## config.mk

```make
export PLATFORM = sky130hd
export DESIGN_NAME = frontend_top
export DESIGN_NICKNAME = d
export VERILOG_FILES = /design/src/rtl/frontend_pkg.sv /design/src/rtl/spi_pkg.sv /design/src/rtl/conditioning_mux.sv /design/src/rtl/frontend_top.sv /design/src/rtl/spi_port_router.sv /design/src/rtl/spi_register_bank.sv /design/src/rtl/test_pattern_gen.sv
export VERILOG_INCLUDE_DIRS = /design/src /design/src/rtl
export SDC_FILE = /design/constraint.sdc
export NUM_CORES = 1
export LEC_CHECK = 0
export BUFFER_PORTS_ARGS = -buffer_cell sky130_fd_sc_hd__buf_4
export CORE_MARGIN = 2
export CORE_UTILIZATION = 50
export DETAILED_ROUTE_END_ITERATION = 12
export PLACE_DENSITY = 0.73
export SYNTH_ARGS = -nofsm -noshare
export SYNTH_HDL_FRONTEND = slang
export SYNTH_HIERARCHICAL = 1
export SYNTH_SLANG_ARGS = --single-unit
```

## constraint.sdc

```tcl
create_clock -name clk -period 2.2 [get_ports clk]
set_input_delay 0.11 -clock clk [delete_from_list [all_inputs] [get_ports clk]]
set_output_delay 0.11 -clock clk [all_outputs]
set_load 0.01 [all_outputs]
```

## src/rtl/frontend_config.svh

```systemverilog
/*
  widths, register addresses, pattern prescaler
  and 4094 strobe polarity for the analog front end
*/
`ifndef FRONTEND_CONFIG_SVH
`define FRONTEND_CONFIG_SVH

// datapath widths
`define FE_COND_BITS    18
`define FE_REG_BITS     24
`define FE_ADDR_BITS    8

// clk cycles per test pattern step
`define FE_PATTERN_DIV  16

// one bit per chain line, set means strobe is high while selected
`define FE_4094_CS_POL  8'b0000_0001

// register map
`define FE_ADDR_LED     8'h07
`define FE_ADDR_SPI_MUX 8'h08
`define FE_ADDR_4094    8'h09
`define FE_ADDR_MODE    8'h0A
`define FE_ADDR_DIRECT  8'h0B

`endif

```

## src/rtl/frontend_pkg.sv

```systemverilog
/*
  analog side types
  conditioning word, mux control nibble, monitor byte, mode codes
*/
`include "frontend_config.svh"

package frontend_pkg;

  // msb down: monitor[7:0], led, pc_sw, himux[3:0], azmux[3:0]
  typedef logic [`FE_COND_BITS-1:0] cond_word_t;

  // en, a2, a1, a0
  typedef logic [3:0] mux_ctl_t;

  // monitor header pins
  typedef logic [7:0] monitor_t;

  // what drives the conditioning outputs
  typedef enum logic [1:0] {
    MODE_OFF    = 2'd0,
    MODE_COUNT  = 2'd1,
    MODE_WALK   = 2'd2,
    MODE_DIRECT = 2'd3
  } cond_mode_t;

endpackage

```

## src/rtl/spi_pkg.sv

```systemverilog
/*
  host link types
  register word, address, frame bit count, receiver states
*/
`include "frontend_config.svh"

package spi_pkg;

  // one register as seen over spi
  typedef logic [`FE_REG_BITS-1:0] reg_word_t;

  // register address, first byte of a frame
  typedef logic [`FE_ADDR_BITS-1:0] reg_addr_t;

  // bits received so far in a frame
  // wide enough to see a frame run past 32 bits
  typedef logic [5:0] frame_count_t;

  // receiver sequence within one chip select
  typedef enum logic [1:0] {
    RX_IDLE = 2'd0,
    RX_ADDR = 2'd1,
    RX_DATA = 2'd2,
    RX_DONE = 2'd3
  } rx_state_t;

endpackage

```

## src/rtl/conditioning_mux.sv

```systemverilog
`timescale 1ns/1ps
/*
  conditioning output select by mode register
  off, count pattern, walking one or direct register, registered
*/
`include "frontend_config.svh"

module conditioning_mux (
  input  logic                     clk,
  input  logic                     rst_n,
  input  spi_pkg::reg_word_t       reg_mode,
  input  spi_pkg::reg_word_t       reg_direct,
  input  frontend_pkg::cond_word_t count_pattern,
  input  frontend_pkg::cond_word_t walk_pattern,
  output frontend_pkg::monitor_t   monitor,
  output logic                     led,
  output logic                     pc_sw_ctl,
  output frontend_pkg::mux_ctl_t   himux_ctl,
  output frontend_pkg::mux_ctl_t   azmux_ctl
);

  frontend_pkg::cond_mode_t mode;
  frontend_pkg::cond_word_t cond_next;
  frontend_pkg::cond_word_t cond_q;

  // only the bottom two mode bits mean anything
  assign mode = frontend_pkg::cond_mode_t'(reg_mode[1:0]);

  always_comb
  begin
    case (mode)
      frontend_pkg::MODE_COUNT:  cond_next = count_pattern;
      frontend_pkg::MODE_WALK:   cond_next = walk_pattern;
      frontend_pkg::MODE_DIRECT: cond_next = reg_direct[`FE_COND_BITS-1:0];
      default:                   cond_next = '0;
    endcase
  end

  // one register stage keeps the switch pins glitch free
  always_ff @(posedge clk)
  begin
    if (!rst_n)
      cond_q <= '0;
    else
      cond_q <= cond_next;
  end

  ////////////////////////////////////////////////////////////
  // split into pin groups

  // msb first: monitor, led, precharge, himux, azmux
  assign {monitor, led, pc_sw_ctl, himux_ctl, azmux_ctl} = cond_q;

endmodule

```

## src/rtl/frontend_top.sv

```systemverilog
`timescale 1ns/1ps
/*
  analog front end control top
  register bank, pattern generator, conditioning mux, spi router
*/

module frontend_top (
  input  logic                   clk,
  input  logic                   rst_n,
  input  logic                   spi_clk,
  input  logic                   spi_cs,
  input  logic                   spi_cs2,
  input  logic                   spi_mosi,
  input  logic                   u1004_data,
  output logic                   spi_miso,
  output logic                   glb_4094_clk,
  output logic                   glb_4094_data,
  output logic                   glb_4094_strobe,
  output logic                   oe_4094,
  output frontend_pkg::monitor_t monitor,
  output logic                   led,
  output logic                   pc_sw_ctl,
  output frontend_pkg::mux_ctl_t himux_ctl,
  output frontend_pkg::mux_ctl_t azmux_ctl
);

  logic                     rd_data;
  spi_pkg::reg_word_t       reg_led;
  spi_pkg::reg_word_t       reg_spi_mux;
  spi_pkg::reg_word_t       reg_4094;
  spi_pkg::reg_word_t       reg_mode;
  spi_pkg::reg_word_t       reg_direct;
  frontend_pkg::cond_word_t count_pattern;
  frontend_pkg::cond_word_t walk_pattern;
  logic [7:0]               vec_cs;
  logic [7:0]               vec_clk;
  logic [7:0]               vec_mosi;
  logic [7:0]               vec_miso;

  // only chain line 0 is fitted on this board
  assign vec_miso        = {7'b0, u1004_data};
  assign glb_4094_clk    = vec_clk[0];
  assign glb_4094_data   = vec_mosi[0];
  assign glb_4094_strobe = vec_cs[0];

  spi_register_bank u_spi_register_bank (
    .clk         (clk),
    .rst_n       (rst_n),
    .spi_clk     (spi_clk),
    .spi_cs      (spi_cs),
    .spi_mosi    (spi_mosi),
    .rd_data     (rd_data),
    .reg_led     (reg_led),
    .reg_spi_mux (reg_spi_mux),
    .reg_4094    (reg_4094),
    .reg_mode    (reg_mode),
    .reg_direct  (reg_direct),
    .oe_4094     (oe_4094)
  );

  test_pattern_gen u_test_pattern_gen (
    .clk           (clk),
    .rst_n         (rst_n),
    .count_pattern (count_pattern),
    .walk_pattern  (walk_pattern)
  );

  conditioning_mux u_conditioning_mux (
    .clk           (clk),
    .rst_n         (rst_n),
    .reg_mode      (reg_mode),
    .reg_direct    (reg_direct),
    .count_pattern (count_pattern),
    .walk_pattern  (walk_pattern),
    .monitor       (monitor),
    .led           (led),
    .pc_sw_ctl     (pc_sw_ctl),
    .himux_ctl     (himux_ctl),
    .azmux_ctl     (azmux_ctl)
  );

  // reg_led is a scratch register, read back over spi only
  spi_port_router u_spi_port_router (
    .spi_clk     (spi_clk),
    .spi_mosi    (spi_mosi),
    .spi_cs      (spi_cs),
    .spi_cs2     (spi_cs2),
    .reg_spi_mux (reg_spi_mux),
    .rd_data     (rd_data),
    .vec_miso    (vec_miso),
    .vec_cs      (vec_cs),
    .vec_clk     (vec_clk),
    .vec_mosi    (vec_mosi),
    .spi_miso    (spi_miso)
  );

endmodule

```

## src/rtl/spi_port_router.sv

```systemverilog
`timescale 1ns/1ps
/*
  host spi port router
  cs2 passes the host lines to the enabled 4094 chain lines, picks miso
*/
`include "frontend_config.svh"

module spi_port_router (
  input  logic               spi_clk,
  input  logic               spi_mosi,
  input  logic               spi_cs,
  input  logic               spi_cs2,
  input  spi_pkg::reg_word_t reg_spi_mux,
  input  logic               rd_data,
  input  logic [7:0]         vec_miso,
  output logic [7:0]         vec_cs,
  output logic [7:0]         vec_clk,
  output logic [7:0]         vec_mosi,
  output logic               spi_miso
);

  localparam logic [7:0] CS_POL = `FE_4094_CS_POL;

  // lines that are both enabled and currently selected
  logic [7:0] line_sel;

  assign line_sel = reg_spi_mux[7:0] & {8{~spi_cs2}};

  ////////////////////////////////////////////////////////////
  // chain lines

  // idle lines sit low
  assign vec_clk  = line_sel & {8{spi_clk}};
  assign vec_mosi = line_sel & {8{spi_mosi}};

  // selected gives the polarity level, unselected its inverse
  assign vec_cs = ~(CS_POL ^ line_sel);

  ////////////////////////////////////////////////////////////
  // miso source

  always_comb
  begin
    if (!spi_cs)
      spi_miso = rd_data;
    else if (!spi_cs2)
      spi_miso = |(vec_miso & reg_spi_mux[7:0]);
    else
      spi_miso = 1'b0;
  end

endmodule

```

## src/rtl/spi_register_bank.sv

```systemverilog
`timescale 1ns/1ps
/*
  spi slave sampled on clk: pin synchronizers, edge detect,
  address/data receiver, five control registers, read data shifter
*/
`include "frontend_config.svh"

module spi_register_bank (
  input  logic               clk,
  input  logic               rst_n,
  input  logic               spi_clk,
  input  logic               spi_cs,
  input  logic               spi_mosi,
  output logic               rd_data,
  output spi_pkg::reg_word_t reg_led,
  output spi_pkg::reg_word_t reg_spi_mux,
  output spi_pkg::reg_word_t reg_4094,
  output spi_pkg::reg_word_t reg_mode,
  output spi_pkg::reg_word_t reg_direct,
  output logic               oe_4094
);

  localparam spi_pkg::frame_count_t ADDR_LAST =
    spi_pkg::frame_count_t'(`FE_ADDR_BITS - 1);
  localparam spi_pkg::frame_count_t FRAME_BITS =
    spi_pkg::frame_count_t'(`FE_ADDR_BITS + `FE_REG_BITS);

  // [0] and [1] synchronize, [2] is the previous level
  logic [2:0] clk_sr;
  logic [2:0] cs_sr;
  logic [2:0] mosi_sr;

  // registered edge pulses
  logic clk_rise_q;
  logic clk_fall_q;
  logic cs_fall_q;
  logic cs_rise_q;

  spi_pkg::rx_state_t    state;
  spi_pkg::frame_count_t bit_cnt;
  spi_pkg::reg_addr_t    addr_q;
  spi_pkg::reg_addr_t    addr_next;
  spi_pkg::reg_word_t    rx_word;
  spi_pkg::reg_word_t    tx_word;
  spi_pkg::reg_word_t    rd_lookup;
  logic                  frame_ok;

  ////////////////////////////////////////////////////////////
  // pin sync and edge detect

  always_ff @(posedge clk)
  begin
    if (!rst_n)
    begin
      clk_sr     <= '0;
      cs_sr      <= '1;
      mosi_sr    <= '0;
      clk_rise_q <= 1'b0;
      clk_fall_q <= 1'b0;
      cs_fall_q  <= 1'b0;
      cs_rise_q  <= 1'b0;
    end
    else
    begin
      clk_sr     <= {clk_sr[1:0], spi_clk};
      cs_sr      <= {cs_sr[1:0], spi_cs};
      mosi_sr    <= {mosi_sr[1:0], spi_mosi};
      clk_rise_q <= clk_sr[1] & ~clk_sr[2];
      clk_fall_q <= ~clk_sr[1] & clk_sr[2];
      cs_fall_q  <= ~cs_sr[1] & cs_sr[2];
      cs_rise_q  <= cs_sr[1] & ~cs_sr[2];
    end
  end

  ////////////////////////////////////////////////////////////
  // receiver fsm

  // mosi_sr[2] lines up with the rise pulse
  assign addr_next = {addr_q[`FE_ADDR_BITS-2:0], mosi_sr[2]};

  // exactly 32 bits seen before cs went high
  assign frame_ok = (state == spi_pkg::RX_DONE) && (bit_cnt == FRAME_BITS);

  always_ff @(posedge clk)
  begin
    if (!rst_n)
    begin
      state   <= spi_pkg::RX_IDLE;
      bit_cnt <= '0;
    end
    else if (cs_rise_q)
      state <= spi_pkg::RX_IDLE;
    else
    begin
      case (state)
        spi_pkg::RX_IDLE:
          if (cs_fall_q)
          begin
            state   <= spi_pkg::RX_ADDR;
            bit_cnt <= '0;
          end
        spi_pkg::RX_ADDR:
          if (clk_rise_q)
          begin
            bit_cnt <= bit_cnt + 6'd1;
            if (bit_cnt == ADDR_LAST)
              state <= spi_pkg::RX_DATA;
          end
        spi_pkg::RX_DATA:
          if (clk_rise_q)
          begin
            bit_cnt <= bit_cnt + 6'd1;
            if (bit_cnt == FRAME_BITS - 6'd1)
              state <= spi_pkg::RX_DONE;
          end
        default:
          // extra clocks past 32 spoil the frame
          if (clk_rise_q && bit_cnt != '1)
            bit_cnt <= bit_cnt + 6'd1;
      endcase
    end
  end

  ////////////////////////////////////////////////////////////
  // shift registers

  always_comb
  begin
    case (addr_next)
      `FE_ADDR_LED:     rd_lookup = reg_led;
      `FE_ADDR_SPI_MUX: rd_lookup = reg_spi_mux;
      `FE_ADDR_4094:    rd_lookup = reg_4094;
      `FE_ADDR_MODE:    rd_lookup = reg_mode;
      `FE_ADDR_DIRECT:  rd_lookup = reg_direct;
      default:          rd_lookup = '0;
    endcase
  end

  always_ff @(posedge clk)
  begin
    if (clk_rise_q && state == spi_pkg::RX_ADDR)
      addr_q <= addr_next;
    if (clk_rise_q && state == spi_pkg::RX_DATA)
      rx_word <= {rx_word[`FE_REG_BITS-2:0], mosi_sr[2]};
    // msb sits on miso before the first data rise, so no shift after the address
    if (cs_fall_q)
      tx_word <= '0;
    else if (clk_rise_q && state == spi_pkg::RX_ADDR && bit_cnt == ADDR_LAST)
      tx_word <= rd_lookup;
    else if (clk_fall_q && state == spi_pkg::RX_DATA && bit_cnt != ADDR_LAST + 6'd1)
      tx_word <= {tx_word[`FE_REG_BITS-2:0], 1'b0};
  end

  assign rd_data = tx_word[`FE_REG_BITS-1];

  ////////////////////////////////////////////////////////////
  // register file

  always_ff @(posedge clk)
  begin
    if (!rst_n)
    begin
      reg_led     <= '0;
      reg_spi_mux <= '0;
      reg_4094    <= '0;
      reg_mode    <= '0;
      reg_direct  <= '0;
    end
    else if (cs_rise_q && frame_ok)
    begin
      case (addr_q)
        `FE_ADDR_LED:     reg_led     <= rx_word;
        `FE_ADDR_SPI_MUX: reg_spi_mux <= rx_word;
        `FE_ADDR_4094:    reg_4094    <= rx_word;
        `FE_ADDR_MODE:    reg_mode    <= rx_word;
        `FE_ADDR_DIRECT:  reg_direct  <= rx_word;
        default:          ;
      endcase
    end
  end

  // 4094 output enable
  assign oe_4094 = reg_4094[0];

endmodule

```

## src/rtl/test_pattern_gen.sv

```systemverilog
`timescale 1ns/1ps
/*
  test patterns for the conditioning outputs
  prescaled binary count and walking one, stepping together
*/
`include "frontend_config.svh"

module test_pattern_gen (
  input  logic                     clk,
  input  logic                     rst_n,
  output frontend_pkg::cond_word_t count_pattern,
  output frontend_pkg::cond_word_t walk_pattern
);

  localparam int unsigned PRE_BITS = $clog2(`FE_PATTERN_DIV);
  localparam logic [PRE_BITS-1:0] PRE_LAST = PRE_BITS'(`FE_PATTERN_DIV - 1);

  logic [PRE_BITS-1:0] pre_cnt;
  logic                step;

  ////////////////////////////////////////////////////////////
  // prescaler

  // one step pulse every FE_PATTERN_DIV clocks
  assign step = (pre_cnt == PRE_LAST);

  always_ff @(posedge clk)
  begin
    if (!rst_n)
      pre_cnt <= '0;
    else if (step)
      pre_cnt <= '0;
    else
      pre_cnt <= pre_cnt + 1'b1;
  end

  ////////////////////////////////////////////////////////////
  // patterns

  always_ff @(posedge clk)
  begin
    if (!rst_n)
    begin
      count_pattern <= '0;
      // walking one starts at bit 0
      walk_pattern  <= frontend_pkg::cond_word_t'(1);
    end
    else if (step)
    begin
      // wraps at 2**18
      count_pattern <= count_pattern + 1'b1;
      // rotate left, msb back into bit 0
      walk_pattern  <= {walk_pattern[`FE_COND_BITS-2:0], walk_pattern[`FE_COND_BITS-1]};
    end
  end

endmodule

```

==> results.md, run 1 <==
* Switch Pwr at 2.10 mW
* Crit path required time at 2.62 ns
* H-tree lvl count at 1
* Hold WC Path Type: in2reg
* Time the final worst path needs with I/O delays and setup at approximately 2.1 ns
* Status: complete, no violations
* Share of cells above drive strength 1 at 0.168
* Clk Latency, worst-skew pair at 0.52 ns
* Largest net degree at the start of global routing at 65
* Total wire length after detailed routing at 24800 µm
* Total CTS buffers at 26
* Area taken by multi-input logic gates at 0.00482 mm²
* Mapped Avg Cell Area at between 9 and 10 µm²
* Clock Tree Root: sky130_fd_sc_hd__clkbuf_16
* Quantity of I/O buffers inserted on ports at 29
* First DRT Iteration DRCs at roughly 680
* Switching Fraction at 0.216
* Sequential cell area at 0.00543 mm²
* Arrival time worst endpoint at between 2 and 2.5 ns
* Worst-path cell chain: inv_1 > ha_1 > or4b_1 > a31oi_1 > buf_4 > nor3b_1 > o21a_1
* Cell type group with the largest total delay on the critical path: simple AND/OR/NAND/NOR gates
* Initial Utilization at 0.509
* Count of standard-cell rows at 53
* Final ANT Viol Nets at 0
* DR vias at 8142
* Post-route standard cell area excluding fillers at about 0.012 mm²
* Clock-pin transition on the worst setup and hold timing paths at 0.06 ns
* Vertical die dimension at between 150 and 200 µm
* Part of the power in combinational logic at 0.042
* Accumulated negative setup slack at 0 ns
* Internal cell power at 7.62 mW
* Clock network power share at 0.463
* Number of global-route vias before repair at 7928
* Filler Cell Count at 1785
* Maximum resistive drop on vdd at 0.718 mV
* Wire length of the first global-routing pass at 40800 µm
* Area after DPL at roughly 0.011 mm²
* Critical path buffer and inverter count at 2
* Detailed-routing iteration count for the pre-antenna-repair pass at 5
* Number of clock sinks at 255
* Sequential fraction of design power at 0.495
* Ratio of final minimum period to clock period at 0.940
* Slowest cell on the critical path: sky130_fd_sc_hd__or4b_1
* Mean number of vias per cell at 5.76
* Unrepaired setup endpoints after global routing: false
* Number of synthesis warnings at 6
* Final net count at 1135
* Detailed Place HPWL at 16200 µm
* Final worst clock skew at 0.0149 ns
* Count of unresolved DRC violations after routing at 0
* Largest stage delay on the critical path at about 0.56 ns
* Pwr Total at 9.71 mW
* Final setup violation count at 0
* Number of max-slew violations in the final report at 0
* Clk buf depth at 3
* Count of placed standard cells in the final layout, fillers left out at 1414
* Kind of capture point of the worst setup path: register
* Placer Congestion at 0.809
* Path type of the worst setup path: reg2reg
* Total standard cell area after synthesis at approximately 0.011 mm²
* Routed wirelength normalized by instance count at 17.6 µm
* PD cells at 794 mW/mm²
* Core Area at 0.0210 mm²
* Transition time of the tightest slew-check pin at 0.686 ns
* Relative slew slack at 0.540
* Crit path max fanout at 7
* Number of antenna violations at the first check in global routing at 0
* Maximum capacitance violations at 0
* Antenna diode count at 0
* Ports at 30
* Peak Freq at 484 MHz
* Endpoints failing hold at 0
* P&R area growth vs syn at 14.3%
* Remaining global-route overflow at 0
* Static power due to leakage at approximately 4.2 nW
* Global-route usage over all layers at 0.222
* Final hold slack at ~0.33 ns
* Kind of launch point of the worst setup path: register
* CTS tree: built
* Placed Instances at around 1400
* Width of the die at 150 µm
* Overall die area at 0.0226 mm²
* Post-synthesis cell count at 1099
layout by cell type, fill, tap and decap left out, types with 8 or more instances in the layout:
master,count
sky130_fd_sc_hd__mux2_2,24
sky130_fd_sc_hd__nor2b_1,31
sky130_fd_sc_hd__nor2_1,46
sky130_fd_sc_hd__nand3_1,108
sky130_fd_sc_hd__mux2i_1,46
sky130_fd_sc_hd__ha_1,8
sky130_fd_sc_hd__a211oi_2,18
sky130_fd_sc_hd__edfxtp_1,32
sky130_fd_sc_hd__and2_1,11
sky130_fd_sc_hd__o2bb2ai_1,23
sky130_fd_sc_hd__buf_12,10
sky130_fd_sc_hd__nand2b_1,8
sky130_fd_sc_hd__clkbuf_16,27
sky130_fd_sc_hd__nand2_1,75
sky130_fd_sc_hd__a211oi_1,23
sky130_fd_sc_hd__xnor2_1,9
sky130_fd_sc_hd__a22oi_1,24
sky130_fd_sc_hd__dfxtp_1,222
sky130_fd_sc_hd__o21ai_2,18
sky130_fd_sc_hd__and3_1,28
sky130_fd_sc_hd__buf_4,62
sky130_fd_sc_hd__inv_1,11
sky130_fd_sc_hd__a21oi_1,42
sky130_fd_sc_hd__o21ai_0,127
routing by layer:
metal  share of wire  track usage  vias to the layer above  wire (µm)
met2            0.48        0.373                      182      11900
li1                -            -                     4019          -
met4           0.030       0.0684                        0        747
met3           0.036       0.0261                       47        892
met1            0.45        0.301                     3894      11300
met5               0            0                        -          0
layout make-up:
class                      instances  area share
multi-input combinational        748       0.394
timing repair buffer              76      0.0577
tap                              275      0.0281
sequential                       255       0.443
clock inverter                    11     0.00900
clock buffer                      36      0.0637
inverter                          13     0.00399
timing repair:
action	in CTS	in global routing
hold buffers	4	0
setup endpoints to repair	0	20
resized for setup	0	2
setup buffers	0	0
hold endpoints to repair	5	0
worst paths after layout:
kind / startpoint / to / slack [ns] / cells past startpoint
worst max register to register: u_spi_register_bank/state[0]$_SDFFE_PP0P_ / u_spi_register_bank/bit_cnt[1]$_SDFFE_PN0P_ / 0.13 / 7
worst min register to register: u_spi_register_bank/clk_sr[2]$_SDFF_PN0_ / u_spi_register_bank/clk_rise_q$_SDFF_PN0_ / 0.40 / 1
worst min-delay path: spi_cs / u_spi_register_bank/cs_sr[0]$_SDFF_PN1_ / 0.33 / 3
worst max-delay path: u_spi_register_bank/state[0]$_SDFFE_PP0P_ / u_spi_register_bank/bit_cnt[1]$_SDFFE_PN0P_ / 0.13 / 7
sequential cells by signal, indices dropped and copies added, names as in the netlist, 2 cells and up:
name / count
u_conditioning_mux/cond_q: 18
u_spi_register_bank/addr_q: 8
u_spi_register_bank/bit_cnt: 6
u_spi_register_bank/clk_sr: 3
u_spi_register_bank/cs_sr: 3
u_spi_register_bank/mosi_sr: 3
u_spi_register_bank/reg_4094: 24
u_spi_register_bank/reg_direct: 24
u_spi_register_bank/reg_led: 24
u_spi_register_bank/reg_mode: 24
u_spi_register_bank/reg_spi_mux: 24
u_spi_register_bank/rx_word: 24
u_spi_register_bank/state: 2
u_spi_register_bank/tx_word: 24
u_test_pattern_gen/count_pattern: 18
u_test_pattern_gen/pre_cnt: 4
u_test_pattern_gen/walk_pattern: 18
per-stage QoR:
stage	setup WS, ns	util
global route	0.00692	0.582
floorplan	0.161	-
CTS	0.0191	0.582
finish	0.133	0.582
global placement	0.0881	0.538
detailed placement	0.0253	0.538
worst register-to-register path: stages (launching register included):
cell and delay (ns):
sky130_fd_sc_hd__dfxtp_1 0.37, sky130_fd_sc_hd__inv_1 0.09, sky130_fd_sc_hd__ha_1 0.34, sky130_fd_sc_hd__or4b_1 0.56
sky130_fd_sc_hd__a31oi_1 0.20, sky130_fd_sc_hd__buf_4 0.18, sky130_fd_sc_hd__nor3b_1 0.06, sky130_fd_sc_hd__o21a_1 0.17
power by group through the flow:
stage,Clock (mW),Combinational (mW),Sequential [mW]
floorplan,0,0.295,4.90
global placement,0,0.388,4.91
detailed placement,0,0.394,4.91
CTS,4.57,0.401,4.81
global route,4.77,0.448,4.81
finish,4.50,0.404,4.81
(Power assumes the default switching activity.)
==> inputs of run 2 (changes only) <==
- CTS_CLUSTER_DIAMETER: default -> 30
- CTS_CLUSTER_SIZE: default -> 28
- SYNTH_HIERARCHICAL: 1 -> default
==> results.md, run 2 <==
* Largest cells by area after synthesis: sky130_fd_sc_hd__dfxtp_1 41%, sky130_fd_sc_hd__edfxtp_1 8.8%, sky130_fd_sc_hd__mux2i_1 5.7%
* Unrepaired setup endpoints after global routing: false
* Accumulated negative setup slack at 0 ns
* Remaining global-route overflow at 0
* Main synth FF type: sky130_fd_sc_hd__dfxtp_1
* Post-synthesis cell count at 1144
* Overall die area at 0.0232 mm²
* Global-route usage over all layers at 0.221
* Time the final worst path needs with I/O delays and setup at 2.06 ns
* Setup WS post-layout at 0.138 ns
* Initial Utilization at 0.506
* Final worst clock skew at 0.0108 ns
* Relative slew slack at 0.593
* Number of max-slew violations in the final report at 0
* Total standard cell area after synthesis at between 0.01 and 0.015 mm²
* Final hold slack at around 0.069 ns
* Detailed Place HPWL at 15700 µm
* Core Area at around 0.022 mm²
* Cell with the most instances after synthesis: sky130_fd_sc_hd__dfxtp_1
* Filler Cell Count at 1743
* Count of standard-cell rows at 54
* Routed wirelength normalized by instance count at between 15 and 20 µm
* P&R area growth vs syn at 20.7%
* Kind of launch point of the worst setup path: register
* Crit path max fanout at 48
* Commonest non-fill, non-tap cell in the layout: sky130_fd_sc_hd__dfxtp_1
* Final ANT Viol Nets at 0
* Cell type group with the largest total delay on the critical path: simple AND/OR/NAND/NOR gates
* Commonest cells after routing, fill and taps aside: 221 x sky130_fd_sc_hd__dfxtp_1, 139 x sky130_fd_sc_hd__nand2_1, 92 x sky130_fd_sc_hd__nand3_1, 75 x sky130_fd_sc_hd__nor2b_1, 73 x sky130_fd_sc_hd__buf_4
* Ports at 30
* Final setup violation count at 0
* PD cells at about 940 mW/mm²
* Antenna diode count at 0
* Critical path buffer and inverter count at 2
* Peak Freq at 485 MHz
* Share of cells above drive strength 1 at 0.184
* Quantity of I/O buffers inserted on ports at 29
* Total CTS buffers at 44
* Crit path required time at 2.60 ns
* Count of placed standard cells in the final layout, fillers left out at 1499
* Arrival time worst endpoint at 2.46 ns
* Number of global-route vias before repair at a little over 8000
* DR vias at approximately 8400
* Net Count, Synth at 1160
* Largest net degree at the start of global routing at roughly 60
* CTS tree: built
* Slowest cell on the critical path: sky130_fd_sc_hd__or3b_2
* Cell variety after synth at 60
* Fraction of the yosys area taken by sequential cells at 0.494
* Worst-path cell chain: inv_1 > ha_1 > nand4b_1 > and4bb_2 > or3b_2 > buf_12 > nand3_1 > o21ai_1
* Fraction of synthesized cell area taken by the top area cell type at 0.407
* Path type of the worst setup path: reg2reg
* Number of enable flip-flop cells after synthesis at 32
* Ratio of final minimum period to clock period at 0.937
* Clock-pin transition on the worst setup and hold timing paths at 0.06 ns
* Detailed-routing iteration count for the pre-antenna-repair pass at 7
* Status: complete, no violations
* Mapped Avg Cell Area at 9.60 µm²
* Number of synthesis warnings at 0
* Most frequent cells after synthesis: 223 x sky130_fd_sc_hd__dfxtp_1, 139 x sky130_fd_sc_hd__nand2_1, 92 x sky130_fd_sc_hd__nand3_1
* Total wire length after detailed routing at 25800 µm
* Register bit total from synthesis at 255
* Placed Instances at approximately 1400
* Clock Tree Root: sky130_fd_sc_hd__clkbuf_16
* Number of antenna violations at the first check in global routing at 0
* Vertical die dimension at ~150 µm
* Mean number of vias per cell at 5.63
* Hold WC Path Type: in2reg
* Transition time of the tightest slew-check pin at 0.611 ns
* Area after DPL at about 0.012 mm²
* Clk buf depth at 3
* Final net count at 1201
* Clk Latency, worst-skew pair at 0.52 ns
* First DRT Iteration DRCs at 564
* H-tree lvl count at 2
* Synth area leader: sky130_fd_sc_hd__dfxtp_1
* Endpoints failing hold at 0
* Wire length of the first global-routing pass at around 42000 µm
* Placer Congestion at 0.845
* Static power due to leakage at 4.95 nW
* Largest stage delay on the critical path at 0.49 ns
* Number of clock sinks at 255
* Maximum capacitance violations at 0
* Width of the die at approximately 150 µm
* Ys async rst share at 0
* Maximum resistive drop on vdd at 0.625 mV
* Kind of capture point of the worst setup path: register
* Count of unresolved DRC violations after routing at 0
* Post-route standard cell area excluding fillers at 0.0133 mm²
* Worst setup slack after placement at 0.0701 ns
run 2: logic make-up (layout without fill, tap and decap cells):
group,Yosys count,in the layout,share of synthesized area
compound gates,234,234,0.147
buf+inv,100,175,0.0407
fa+ha+maj,9,9,0.0103
xor+xnor,18,18,0.0144
simple gates,438,438,0.208
mux,90,90,0.0862
flops,255,255,0.494
run 2: worst paths after layout:
kind | start | cells past startpoint | end | slack (ns)
max | u_spi_register_bank.bit_cnt[1]$_SDFFE_PN0P_ | 8 | u_spi_register_bank.reg_spi_mux[10]$_SDFFE_PN0P_ | 0.14
min | rst_n | 2 | u_spi_register_bank.cs_sr[1]$_SDFF_PN1_ | 0.07
max reg2reg | u_spi_register_bank.bit_cnt[1]$_SDFFE_PN0P_ | 8 | u_spi_register_bank.reg_spi_mux[10]$_SDFFE_PN0P_ | 0.14
min reg2reg | u_spi_register_bank.cs_sr[0]$_SDFF_PN1_ | 1 | u_spi_register_bank.cs_sr[1]$_SDFF_PN1_ | 0.40
run 2: area by class of cell:
cell class,count,area (µm²),share of cell area
Clock buffer,48,1170,0.0882
Clock inverter,32,374,0.0282
Inverter,9,33.8,0.00255
Multi-Input combinational cell,789,5120,0.386
Sequential cell,255,5430,0.410
Tap cell,280,350,0.0264
Timing Repair Buffer,86,778,0.0587
run 2: repair_timing:
| action | CTS | global route |
|---|---|---|
| resized for setup | 0 | 5 |
| setup endpoints to repair | 0 | 27 |
| hold buffers | 3 | 0 |
| hold endpoints to repair | 3 | 0 |
| setup buffers | 0 | 3 |
run 2: per-layer routing:
layer	vias to the layer above	global-route usage	routed length [µm]	part of all wire
met5	-	0	0	0
li1	4113	-	-	-
met4	0	0.0765	469	0.018
met3	44	0.0447	1580	0.061
met2	232	0.351	11900	0.46
met1	4046	0.301	11900	0.46
run 2: report_power, final:
group	internal (mW)	total, mW	switching (mW)
Clock	4.60	7.05	2.45
Combinational	0.258	0.550	0.292
Sequential	4.78	4.83	0.0534
Total	9.64	12.4	2.80
run 2: through the flow:
| step | total power, mW | utilization |
|---|---|---|
| after global placement | 5.39 | 0.537 |
| final | 12.4 | 0.611 |
| after detailed placement | 5.41 | 0.537 |
| after CTS | 12.4 | 0.610 |
| after global routing | 12.8 | 0.611 |
| after floorplan | 5.26 | - |
==> inputs of run 3 (changes only) <==
- CORE_UTILIZATION: 50 -> 49
- PLACE_DENSITY: 0.73 -> 0.72
==> results.md, run 3 (synthesis gave the netlist of run 2 again) <==
* Accumulated negative setup slack at 0 ns
* Largest net degree at the start of global routing at 92
* Crit path max fanout at between 40 and 50
* Slowest cell on the critical path: sky130_fd_sc_hd__or3b_2
* Count of placed standard cells in the final layout, fillers left out at 1500
* Remaining global-route overflow at 0
* Antenna diode count at 0
* Commonest cells after routing, fill and taps aside: 222 x sky130_fd_sc_hd__dfxtp_1, 139 x sky130_fd_sc_hd__nand2_1, 92 x sky130_fd_sc_hd__nand3_1, 75 x sky130_fd_sc_hd__nor2b_1, 74 x sky130_fd_sc_hd__buf_4
* Static power due to leakage at 4.89 nW
* Detailed-routing iteration count for the pre-antenna-repair pass at 5
* Wire length of the first global-routing pass at 42100 µm
* Kind of launch point of the worst setup path: register
* Routed wirelength normalized by instance count at 17.0 µm
* Clock-pin transition on the worst setup and hold timing paths at 0.06 ns
* Count of standard-cell rows at 54
* Width of the die at roughly 150 µm
* Relative slew slack at 0.665
* Largest stage delay on the critical path at 0.48 ns
* Time the final worst path needs with I/O delays and setup at 2.08 ns
* Setup WS post-layout at 0.116 ns
* Final worst clock skew at 0.0155 ns
* Critical path buffer and inverter count at 1
* Cell type group with the largest total delay on the critical path: simple AND/OR/NAND/NOR gates
* Final setup violation count at 0
* Count of unresolved DRC violations after routing at 0
* Maximum capacitance violations at 0
* Vertical die dimension at 154 µm
* Ratio of final minimum period to clock period at 0.947
* Quantity of I/O buffers inserted on ports at 29
* Final net count at 1202
* Total CTS buffers at 44
* Core Area at 0.0219 mm²
* Global-route usage over all layers at 0.216
* Path type of the worst setup path: reg2reg
* Final ANT Viol Nets at 0
* Share of cells above drive strength 1 at 0.176
* Number of global-route vias before repair at 8324
* Maximum resistive drop on vdd at 0.724 mV
* Crit path required time at 2.60 ns
* Kind of capture point of the worst setup path: register
* CTS tree: built
* Number of max-slew violations in the final report at 0
* PD cells at 900 mW/mm²
* Clk Latency, worst-skew pair at 0.53 ns
* Ports at 30
* Overall die area at 0.0236 mm²
* Detailed Place HPWL at 16100 µm
* Endpoints failing hold at 0
* Initial Utilization at 0.502
* P&R area growth vs syn at 19.8%
* Commonest non-fill, non-tap cell in the layout: sky130_fd_sc_hd__dfxtp_1
* Hold WC Path Type: in2reg
* Worst setup slack after placement at 0.0983 ns
* Unrepaired setup endpoints after global routing: false
* Clock Tree Root: sky130_fd_sc_hd__clkbuf_16
* Peak Freq at roughly 480 MHz
* Worst-path cell chain: nor4b_2 > and4bb_2 > or3b_2 > buf_12 > nand3_1 > o21ai_1
* Transition time of the tightest slew-check pin at 0.502 ns
* Placer Congestion at 0.816
* Filler Cell Count at 1854
* Arrival time worst endpoint at 2.48 ns
* Clk buf depth at 3
* Mean number of vias per cell at between 5 and 6
* DR vias at 8398
* Number of antenna violations at the first check in global routing at 0
* First DRT Iteration DRCs at 465
* Status: complete, no violations
* Pwr Total at ~12 mW
* Placed Instances at 1416
* H-tree lvl count at 2
* Total wire length after detailed routing at 25500 µm
* Number of clock sinks at 255
## run 3: cell count changes in the layout (fill, tap and decap cells not counted), moves of 2 or more
| cell | change |
|---|---|
| sky130_fd_sc_hd__clkbuf_1 | +8 |
| sky130_fd_sc_hd__inv_6 | -6 |
| sky130_fd_sc_hd__clkbuf_8 | +2 |
| sky130_fd_sc_hd__bufinv_16 | -3 |
| sky130_fd_sc_hd__clkinv_4 | -6 |
| sky130_fd_sc_hd__inv_8 | +4 |
| sky130_fd_sc_hd__clkbuf_16 | -2 |
## run 3: through the flow
stage	instance area, µm²	utilization	hold slack (ns)
2_1_floorplan	11000	-	0.211
3_3_place_gp	11700	0.533	0.311
3_5_place_dp	11700	0.533	0.321
4_1_cts	13100	0.600	0.00508
5_1_grt	13100	0.601	0.0273
6_report	13100	0.601	0.0196
## run 3: power breakdown
part | switching [mW] | internal, mW | leakage [nW]
registers | 0.0528 | 4.78 | 2.09
clock network | 2.32 | 4.17 | 0.693
logic | 0.280 | 0.229 | 2.11
## run 3: layout make-up
| class | instances | area (µm²) | share of cell area |
|---|---|---|---|
| flip-flops and latches | 255 | 5430 | 0.413 |
| multi-input cells | 789 | 5140 | 0.391 |
| clock buffers | 56 | 1180 | 0.0894 |
| repair buffers | 87 | 776 | 0.0590 |
| well taps | 280 | 350 | 0.0266 |
| clock inverters | 24 | 250 | 0.0190 |
| inverters | 9 | 33.8 | 0.00257 |
## run 3: path summary, 6_finish.rpt
check,start,to,slack [ns],cells past startpoint
worst min register to register,u_spi_register_bank.clk_sr[2]$_SDFF_PN0_,u_spi_register_bank.clk_rise_q$_SDFF_PN0_,0.42,1
worst min-delay path,rst_n,u_spi_register_bank.reg_led[5]$_SDFFE_PN0P_,0.02,2
worst max-delay path,u_spi_register_bank.addr_q[4]$_DFFE_PP_,u_spi_register_bank.reg_spi_mux[8]$_SDFFE_PN0P_,0.12,6
worst max register to register,u_spi_register_bank.addr_q[4]$_DFFE_PP_,u_spi_register_bank.reg_spi_mux[8]$_SDFFE_PN0P_,0.12,6
## run 3: routing by layer
metal	vias up	track usage	part of all wire
li1	4121	-	-
met1	4038	0.285	0.45
met2	197	0.363	0.48
met3	42	0.0383	0.053
met4	0	0.0647	0.017
met5	-	0	0
## run 3: timing repair
action	CTS	global route
setup endpoints to repair	0	25
endpoints found under the hold margin	3	0
buffers inserted	0	0
hold buffers	4	0
resized for setup	0	5
